===== src/fetch_pkg.sv =====
`default_nettype none

package fetch_pkg;

	////////////////////
	// Sizes

	// Default PC and instruction address width, counted in words
	parameter int addr_width = 16;

	////////////////////
	// Instruction format

	// One fetched word
	typedef logic [31:0] instr_t;

	// Opcode sits in the top nibble
	localparam int op_msb = 31;
	localparam int op_lsb = 28;

	// Immediate in the low half word, sign bit at imm_msb
	localparam int imm_msb = 15;

	// Operations known to the front end
	typedef enum logic [3:0] {
		op_nop   = 4'h0,
		op_jal   = 4'h1,
		op_jalr  = 4'h2,
		op_auipc = 4'h3,
		op_beq   = 4'h4
	} opcode_t;

	////////////////////
	// Load port

	// Four-phase handshake on the memory side
	typedef enum logic [1:0] {
		idle         = 2'd0,
		write        = 2'd1,
		wait_release = 2'd2
	} load_state_t;

endpackage

`default_nettype wire


===== src/fetch_if.sv =====
`default_nettype none

interface fetch_if
	import fetch_pkg::*;
#(
	parameter int addr_width = fetch_pkg::addr_width
);

	// PC of the word in this slot
	logic [addr_width-1:0] pc;
	// Decoded operation
	opcode_t op;
	// Immediate already sign-extended to the PC width
	logic [addr_width-1:0] imm;
	// Slot is neither stalled nor squashed
	logic live;

	// Predecoder drives the slot
	modport decode (output pc, op, imm, live);

	// PC controller only needs the op and its immediate
	modport ctrl (input op, imm, live);

	// Resolver forms branch targets from pc and imm
	modport resolve (input pc, op, imm, live);

endinterface

`default_nettype wire


===== src/branch_resolver.sv =====
`default_nettype none

module branch_resolver
	import fetch_pkg::*;
#(
	parameter int addr_width = fetch_pkg::addr_width
) (
	input  wire logic                  clk,
	input  wire logic                  reset,
	fetch_if.resolve                   dec,
	input  wire logic                  stall,
	input  wire logic                  cond,
	output logic                       misprediction,
	output logic [addr_width-1:0]      correct_pc
);

	logic beq_live;
	logic pending_taken;
	logic [addr_width-1:0] pending_target;

	// Only a live branch counts
	assign beq_live = dec.live && (dec.op == op_beq);

	////////////////////
	// Pending branch

	// Fetch went not-taken, so a taken cond is a miss
	always_ff @(posedge clk or negedge reset) begin
		if (!reset) begin
			pending_taken <= 1'b0;
		end else if (!stall) begin
			pending_taken <= beq_live && cond;
		end
	end

	// Target of the branch, held across a stall
	always_ff @(posedge clk) begin
		if (!stall && beq_live) begin
			pending_target <= dec.pc + dec.imm;
		end
	end

	////////////////////
	// Redirect

	// Fires for one unstalled cycle, the cycle after the branch
	assign misprediction = pending_taken && !stall;
	assign correct_pc = pending_target;

endmodule

`default_nettype wire


===== src/fetch_pc_ctrl.sv =====
`default_nettype none

module fetch_pc_ctrl
	import fetch_pkg::*;
#(
	parameter int addr_width = fetch_pkg::addr_width
) (
	input  wire logic                  clk,
	input  wire logic                  reset,
	input  wire logic                  bubble,
	fetch_if.ctrl                      dec,
	input  wire logic                  misprediction,
	input  wire logic [addr_width-1:0] correct_pc,
	output logic [addr_width-1:0]      current_pc,
	output logic [addr_width-1:0]      pc_save,
	output logic                       save_valid
);

	logic [addr_width-1:0] pc_reg;
	logic [addr_width-1:0] pc_plus_one;
	logic [addr_width-1:0] pc_plus_imm;
	logic [addr_width-1:0] pc_pred;
	logic [addr_width-1:0] pc_next;

	////////////////////
	// PC register

	// Frozen on a bubble
	always_ff @(posedge clk or negedge reset) begin
		if (!reset) begin
			pc_reg <= '0;
		end else if (!bubble) begin
			pc_reg <= pc_next;
		end
	end

	assign current_pc = pc_reg;

	// Word addressed, so sequential fetch is plus one
	assign pc_plus_one = pc_reg + addr_width'(1);
	assign pc_plus_imm = pc_reg + dec.imm;

	////////////////////
	// Next PC and save value

	always_comb begin
		// Sequential path, also the not-taken guess for beq
		pc_pred    = pc_plus_one;
		// AUIPC result by default
		pc_save    = pc_plus_imm;
		save_valid = 1'b0;
		if (dec.live) begin
			case (dec.op)
				// jalr target guessed as pc plus imm too
				op_jal, op_jalr: begin
					pc_pred    = pc_plus_imm;
					pc_save    = pc_plus_one;
					save_valid = 1'b1;
				end
				// Result only, PC keeps going
				op_auipc: save_valid = 1'b1;
				default: pc_pred = pc_plus_one;
			endcase
		end
	end

	// Resolver correction wins over any prediction
	assign pc_next = misprediction ? correct_pc : pc_pred;

endmodule

`default_nettype wire


===== src/fetch_unit_top.sv =====
`default_nettype none

module fetch_unit_top
	import fetch_pkg::*;
#(
	parameter int addr_width = fetch_pkg::addr_width,
	parameter int mem_depth  = 64
) (
	input  wire logic                  clk,
	input  wire logic                  reset,
	input  wire logic                  cond,
	input  wire logic                  load_req,
	input  wire logic [addr_width-1:0] load_addr,
	input  wire instr_t                load_data,
	output logic                       load_ack,
	output logic [addr_width-1:0]      pc,
	output logic [addr_width-1:0]      pc_save,
	output logic                       save_valid,
	output logic                       redirect
);

	// Memory busy doubles as stall and bubble
	logic busy;
	instr_t fetch_word;
	logic [addr_width-1:0] correct_pc;

	// Decoded slot shared by controller and resolver
	fetch_if #(.addr_width(addr_width)) dec_bus ();

	////////////////////
	// Memory

	instr_mem #(
		.addr_width (addr_width),
		.mem_depth  (mem_depth)
	) u_instr_mem (
		.clk       (clk),
		.reset     (reset),
		.rd_addr   (pc),
		.rd_data   (fetch_word),
		.load_req  (load_req),
		.load_addr (load_addr),
		.load_data (load_data),
		.load_ack  (load_ack),
		.busy      (busy)
	);

	////////////////////
	// Decode and resolve

	// Redirect also squashes the wrong-path slot
	instr_predecode #(.addr_width(addr_width)) u_instr_predecode (
		.instr  (fetch_word),
		.pc     (pc),
		.stall  (busy),
		.squash (redirect),
		.dec    (dec_bus.decode)
	);

	branch_resolver #(.addr_width(addr_width)) u_branch_resolver (
		.clk           (clk),
		.reset         (reset),
		.dec           (dec_bus.resolve),
		.stall         (busy),
		.cond          (cond),
		.misprediction (redirect),
		.correct_pc    (correct_pc)
	);

	////////////////////
	// PC

	fetch_pc_ctrl #(.addr_width(addr_width)) u_fetch_pc_ctrl (
		.clk           (clk),
		.reset         (reset),
		.bubble        (busy),
		.dec           (dec_bus.ctrl),
		.misprediction (redirect),
		.correct_pc    (correct_pc),
		.current_pc    (pc),
		.pc_save       (pc_save),
		.save_valid    (save_valid)
	);

endmodule

`default_nettype wire


===== src/instr_mem.sv =====
`default_nettype none

module instr_mem
	import fetch_pkg::*;
#(
	parameter int addr_width = fetch_pkg::addr_width,
	parameter int mem_depth  = 64
) (
	input  wire logic                  clk,
	input  wire logic                  reset,
	input  wire logic [addr_width-1:0] rd_addr,
	output instr_t                     rd_data,
	input  wire logic                  load_req,
	input  wire logic [addr_width-1:0] load_addr,
	input  wire instr_t                load_data,
	output logic                       load_ack,
	output logic                       busy
);

	localparam int idx_width = $clog2(mem_depth);

	instr_t mem [mem_depth];
	load_state_t state;

	////////////////////
	// Fetch read

	// Combinational read, addresses past the end read as nop
	assign rd_data = (rd_addr < mem_depth) ? mem[rd_addr[idx_width-1:0]] : '0;

	////////////////////
	// Load handshake

	always_ff @(posedge clk or negedge reset) begin
		if (!reset) begin
			state <= idle;
		end else begin
			case (state)
				// Wait for a request with address and data stable
				idle: if (load_req) state <= write;
				// Word goes in this cycle
				write: state <= wait_release;
				// Ack stays up until the requester lets go
				wait_release: if (!load_req) state <= idle;
				default: state <= idle;
			endcase
		end
	end

	// Array write, one word per handshake
	always_ff @(posedge clk) begin
		if (state == write && load_addr < mem_depth) begin
			mem[load_addr[idx_width-1:0]] <= load_data;
		end
	end

	assign load_ack = (state == wait_release);

	// Fetch must hold off for the whole handshake
	assign busy = (state != idle) || load_req;

endmodule

`default_nettype wire


===== src/instr_predecode.sv =====
`default_nettype none

module instr_predecode
	import fetch_pkg::*;
#(
	parameter int addr_width = fetch_pkg::addr_width
) (
	input  wire instr_t                instr,
	input  wire logic [addr_width-1:0] pc,
	input  wire logic                  stall,
	input  wire logic                  squash,
	fetch_if.decode                    dec
);

	// Top nibble to opcode
	always_comb begin
		case (instr[op_msb:op_lsb])
			op_jal:   dec.op = op_jal;
			op_jalr:  dec.op = op_jalr;
			op_auipc: dec.op = op_auipc;
			op_beq:   dec.op = op_beq;
			// Unknown codes behave as nop
			default:  dec.op = op_nop;
		endcase
	end

	// Sign-extend the low half word to the PC width
	assign dec.imm = addr_width'($signed(instr[imm_msb:0]));

	// Slot carries its own PC for target math downstream
	assign dec.pc = pc;

	// Wrong-path slot after a taken branch and stalled slots do nothing
	assign dec.live = !stall && !squash;

endmodule

`default_nettype wire


===== config.mk =====
export PLATFORM = sky130hd
export DESIGN_NAME = fetch_unit_top
export DESIGN_NICKNAME = d
export VERILOG_FILES = /design/src/fetch_pkg.sv /design/src/fetch_if.sv /design/src/branch_resolver.sv /design/src/fetch_pc_ctrl.sv /design/src/fetch_unit_top.sv /design/src/instr_mem.sv /design/src/instr_predecode.sv
export SDC_FILE = /design/constraint.sdc
export NUM_CORES = 1
export LEC_CHECK = 0
export BUFFER_PORTS_ARGS = -buffer_cell sky130_fd_sc_hd__buf_2
export CAP_MARGIN = 20
export CORE_UTILIZATION = 50
export DETAILED_ROUTE_END_ITERATION = 8
export PLACE_DENSITY = 0.76
export RECOVER_POWER = 100
export SLEW_MARGIN = 5
export SYNTH_ARGS = -nofsm -noshare
export SYNTH_HDL_FRONTEND = slang
export SYNTH_SLANG_ARGS = --single-unit

===== constraint.sdc =====
create_clock -name clk -period 8.15 [get_ports clk]
set_clock_uncertainty 0.15 [all_clocks]
set_input_delay 1.2225 -clock clk [delete_from_list [all_inputs] [get_ports clk]]
set_output_delay 1.2225 -clock clk [all_outputs]
set_load 0.01 [all_outputs]

======== Yosys cells after proc, flatten, opt, wreduce, memory -nomap -nowiden ========
Memories as Yosys holds them, arrays and structs flattened.
Index checks and enable logic that the tools add are counted.
cells by class
  add/subtract/negate cells ............... 2
  order comparisons ....................... 2
  eq/ne operators ......................... 12
  mux-type cells .......................... 14
  reduce and logical (&&, ||, !) cells .... 14
operator list
  kind                   number
  $mux 16                5
  $lt 16x7->1 const B    2
  $mux 32                1
  $add 16x1->16 const B  1
  $add 16x16->16         1
  $pmux 3 s4             1
  $eq 4x2->1 const B     2
  $eq 3x2->1 const B     2
  $logic_and 1x1->1      6
  $pmux 2 s3             1
  $eq 4x1->1 const B     1
  $eq 4x3->1 const B     1
  $mux 1                 4
  $mux 2                 2
  $ne 2x2->1 const B     2
  $eq 3x1->1 const B     1
  $eq 3x3->1 const B     1
  $reduce_or 3->1        1
  $eq 2x1->1 const B     1
  $eq 2x2->1 const B     1
  $logic_not 1->1        2
  $logic_not 2->1        1
  $reduce_and 2->1       1
  $reduce_bool 2->1      1
  2 further kinds        2
word-level totals
  flip-flop bits (word level) ............. 35
  RAM bits ................................ 2,048
  input bits .............................. 52
  output and inout port bits .............. 35
  logic and storage cells ................. 49
  memories ................................ 1
memories
  name             depth  bits a word  rd ports  clocked after Yosys merged registers in  write ports  RTL line         text
  u_instr_mem.mem  64     32           1         0                                        1            instr_mem.sv:22  instr_t mem [mem_depth];

======== Logic depth before layout (Yosys ltp) ========
  word-level depth ........................ 9
  gate-level depth with buffers ........... 23
  depth with buffers taken out ............ 17

======== Cells and area by module ========
Synthesis repeated with hierarchy kept, for this count alone.
second synthesis, totals
  cells, all modules ...................... 3,797
  area total of the unflattened synthesis .. 82,396.5 um^2
by module, submodules not included
  module           times used  cells each  area an instance (um^2)  seq. area each (um^2)
  instr_mem        1           3,332       78,602.9                 61,549.0
  fetch_pc_ctrl    1           299         2,124.5                  400.4
  branch_resolver  1           128         1,383.8                  505.5
  instr_predecode  1           38          285.3                    0.0

======== Worst setup path after synthesis ========
No wires, ideal clock.
  kind .................................... reg-to-output
  start ................................... register u_fetch_pc_ctrl.pc_reg[0] (netlist: u_fetch_pc_ctrl.current_pc[0])
  end ..................................... output port pc_save[14]
  arrival ................................. 4,958 ps
  data required time ...................... 6,778 ps
  slack ................................... 1,820 ps
  cell stages (with the launch flop) ...... 24
  buffers on the path ..................... 7
  path through ............................ dfrtp_1 buf_6 buf_6 buf_6 buf_6 buf_6 buf_2 buf_2 mux4_2 mux4_2 mux2i_1 a211oi_1 ha_1 inv_1 fa_1 nor2b_1 o31a_1 o211ai_1 nand2_1 a311oi_1 o31ai_1 a21oi_1 xnor2_1 nor2b_1
on the way
  elaborated cells on any way between the ends .. 15
  those cells by class .................... add/sub (2); order compare (1); eq/ne (6); mux (4); reduce/logical (1); memory (1)
RTL lines
  element                                       RTL line              text
  from (decl)                                   fetch_pc_ctrl.sv:19   logic [addr_width-1:0] pc_reg;
  from (signal assigned)                        fetch_pc_ctrl.sv:33   pc_reg <= pc_next;
  $mem_v2 64x32 or $lt 16x7->1 (tied branches)  n/a
  $mux 32                                       instr_mem.sv:29       assign rd_data = (rd_addr < mem_depth) ? mem[rd_addr[idx_width-1:0]] : '0;
  $add 16x16->16 *                              fetch_pc_ctrl.sv:41   assign pc_plus_imm = pc_reg + dec.imm;
  named net u_fetch_pc_ctrl.pc_plus_imm[14]     fetch_pc_ctrl.sv:21   logic [addr_width-1:0] pc_plus_imm;
  $mux 16                                       fetch_pc_ctrl.sv:53   case (dec.op)
  $mux 16 *                                     fetch_pc_ctrl.sv:52   if (dec.live) begin
  to (decl)                                     fetch_unit_top.sv:17  output logic [addr_width-1:0] pc_save,
The timed path passes the listed nets; every way through them passes the cells marked *.

======== Worst setup path after layout ========
  start ................................... register u_fetch_pc_ctrl.pc_reg[3] (netlist: u_fetch_pc_ctrl.current_pc[3])
  end ..................................... output port pc_save[1]
on the way
  word-level cells in the longest chain between the ends .. 8
  elaborated cells on any way between the ends .. 14
  those cells by class .................... add/sub (1); order compare (1); eq/ne (6); mux (4); reduce/logical (1); memory (1)
RTL lines
  element                                                 RTL line
  $mem_v2 64x32 or $lt 16x7->1 (tied branches)            n/a
  $mux 32 *                                               instr_mem.sv:29
  branches (longest 5 deep; another with $add 16x16->16)  n/a
  $mux 16 *                                               fetch_pc_ctrl.sv:52
Mark *: on every way between the ends.

==> flow_metrics.tcl <==
set metrics [dict create \
    cts_max_path_buffers 3 \
    cts_tree "built" \
    synth_edf_count 1296 \
    gp_congestion 0.878 \
    htree_levels 3 \
    swShare_pct 28.3 \
    power_density_nw_per_um2 311 \
    clk_pin_slew_ns 0.06 \
    critPathCaptureType "primary output" \
    synth-seq-cells 1315 \
    clock-sinks 1315 \
    first_pass_iters 6 \
    hold_ws_ns 0.355 \
    drv_slew 2297 \
    wirelength_mm 123 \
    rsz0062_at_grt "false" \
    ant_nets 0 \
    synth_area_leaders "edfxtp_1 75%, mux4_2 16%, mux2i_1 1.2%" \
    grt_pass1_wl_mm 177 \
    viasPerCell 6.36 \
    cp_cell_sequence "clkbuf_1 -> nand2_1 -> o32ai_1 -> nor3_1 -> a21oi_1 -> o22ai_1 -> xnor2_2 -> nor2_4 -> and2_1 -> mux2_1 -> buf_2" \
    violations "max-capacitance violations, max-slew violations" \
    setup_violations 0 \
    status "finished with violations" \
    cts_made_buffers 117 \
    die_area_um2 105000 \
    post-dp-hpwl_mm 67.0 \
    netlist_instances 2347 \
    syn_to_final_growth_pct 11.5 \
    hold_class "reg2reg" \
    drcViolationCount 0 \
    critPathRequiredTime_ns 6.78 \
    vias 25300 \
    intPower_uw 12800 \
    peakVddDrop_mv 0.262 \
    power.switching_uw 5070 \
    max_cap_viol_count 83 \
    crit_type "reg2out" \
    cts_resized 0 \
    initial_core_util_pct 50.6 \
    yosys.area.top_type_share_pct 75.3 \
    slew_headroom_pct -124 \
    yosys.cell_count.top_type "edfxtp_1" \
    hold_viol 0 \
    netlist_top_cells_count "1296 x edfxtp_1, 366 x mux4_2, 94 x nor2_1" \
    clock_latency_ns 0.69 \
    tns_ns 0 \
    slowest_stage "clkbuf_1" \
    grt_usage_pct 24.0 \
    syn_area_um2 51700 \
    cp-start-kind "flop" \
    fin_crit_sh_pct 97.7 \
    cts_root_buf "clkbuf_16" \
    max_stage_delay_ns 1.79 \
    fin_nets 2581 \
    syn_area_per_cell_um2 22.0 \
    synth_nets 2416 \
    yosysUniqueCellTypes 56 \
    fmax_ghz 0.126 \
    core_um2 102000 \
    ys.flop_type "edfxtp_1" \
    grt_pass1_vias 25800 \
    core.rowCount 117 \
    ctsHoldBuffers 0 \
    io_buffer_count 74 \
    grt_max_degree 65 \
    p_seq_share_pct 43.2 \
    fin_crit_ns 7.96 \
    leakagePower_uw 0.0179 \
    path_max_fanout 29 \
    grt_overflow 0 \
    drtIter0Drc 3462 \
    worst_slew_pin_slew_ns 3.36 \
    antenna_found_initial 13 \
    power_frac_comb_pct 26.1 \
    postCtsSetupRepairBufs 0 \
    ys_warn_count 0 \
    crit_arrival_ns 6.59 \
    synth_top_area_cell "edfxtp_1" \
    wl_per_cell_um 31.0 \
    synth-async-reset-ratio_pct 1.44 \
    pwr-share-clk_pct 30.7 \
    die_h_um 324 \
    yosysSeqAreaShare_pct 76.2 \
    die_w_um 324 \
    ios 87 \
    drive_gt1_share_pct 24.5 \
]
kinds of logic (layout without fill, tap and decap cells):
family | after synthesis | count (layout) | synth area share, %
buf+inv | 137 | 398 | 1.33
mux | 434 | 434 | 17.3
other cells | 0 | 3 | 0
fa+ha+maj | 17 | 17 | 0.426
xor+xnor | 27 | 27 | 0.472
compound gates | 143 | 143 | 1.83
flops | 1315 | 1315 | 76.2
simple gates | 274 | 274 | 2.44
state kept, by name, indices dropped and copies added (netlist names):
| name | cells |
|---|---|
| u_branch_resolver.correct_pc | 16 |
| u_branch_resolver.pending_taken | 1 |
| u_fetch_pc_ctrl.current_pc | 16 |
| u_instr_mem.mem | 1280 |
| u_instr_mem.state | 2 |
stage by stage:
stage	area (µm²)	power [µW]	utilization, %	setup WS (ns)	instances
floorplan	51700	11000	-	1.82	2347
global placement	54200	12400	53.1	1.36	3747
detailed placement	54200	12500	53.1	1.23	3747
CTS	58000	18000	56.8	0.472	3962
global route	57600	18500	56.4	0.136	3977
finish	57600	17900	56.4	0.189	3979
power by group through the flow:
stage                     clock network (µW)  logic, µW  registers (µW)
after CTS                               5550       4690            7720
after detailed placement                   0       4640            7860
after floorplan                            0       3290            7670
after global routing                    5800       4910            7740
final                                   5500       4680            7730
after global placement                     0       4540            7860
path summary, 6_finish.rpt:
kind	from	cells past startpoint	to	slack, ns
min in group asynchronous	reset	1	u_fetch_pc_ctrl.current_pc[13]$_DFFE_PN0N_	0.57
max in group asynchronous	reset	1	u_fetch_pc_ctrl.current_pc[2]$_DFFE_PN0N_	6.49
hold / removal	u_instr_mem.state[0]$_DFFE_PN0P_	1	u_instr_mem.state[0]$_DFFE_PN0P_	0.36
setup / recovery	u_fetch_pc_ctrl.current_pc[3]$_DFFE_PN0N_	11	pc_save[1]	0.19
hold reg to reg	u_instr_mem.state[0]$_DFFE_PN0P_	1	u_instr_mem.state[0]$_DFFE_PN0P_	0.36
setup reg to reg	u_fetch_pc_ctrl.current_pc[0]$_DFFE_PN0N_	18	u_branch_resolver.correct_pc[15]$_DFFE_PP_	2.21
per-layer routing:
| layer | routed length [µm] | up-vias | share of wire (%) | GRT usage [%] |
|---|---|---|---|---|
| li1 | - | 10200 | - | - |
| met1 | 45200 | 13400 | 37 | 31.7 |
| met2 | 61700 | 1482 | 50 | 39.6 |
| met3 | 13200 | 225 | 11 | 5.76 |
| met4 | 3350 | 18 | 2.7 | 7.44 |
| met5 | 121 | - | 0.098 | 0 |
cells in the final DEF, fill, tap and decap left out, drive strengths merged, types with 25 or more instances in the layout:
| cell type | n |
|---|---|
| clkinv | 39 |
| mux4 | 366 |
| clkbuf | 255 |
| a211oi | 25 |
| o21ai | 25 |
| nand2 | 76 |
| a21oi | 33 |
| mux2i | 60 |
| buf | 70 |
| edfxtp | 1296 |
| nor2 | 95 |
worst max-delay path, delay by kind of cell (launching register included):
kind | cells | cell delay [ns]
flops | 1 | 0.38
buf+inv | 2 | 1.94
mux | 1 | 0.41
xor+xnor | 1 | 0.24
compound gates | 3 | 1.08
simple gates | 4 | 1.82
cell type report:
type,instances,area (µm²)
fillers,7337,44500
flip-flops and latches,1315,39400
multi-input cells,895,11700
clock buffers,158,3200
well taps,1368,1710
repair buffers,167,967
clock inverters,57,614
inverters,16,61.3
diodes,3,7.51
No activity file was read; power rests on OpenSTA's default activity.
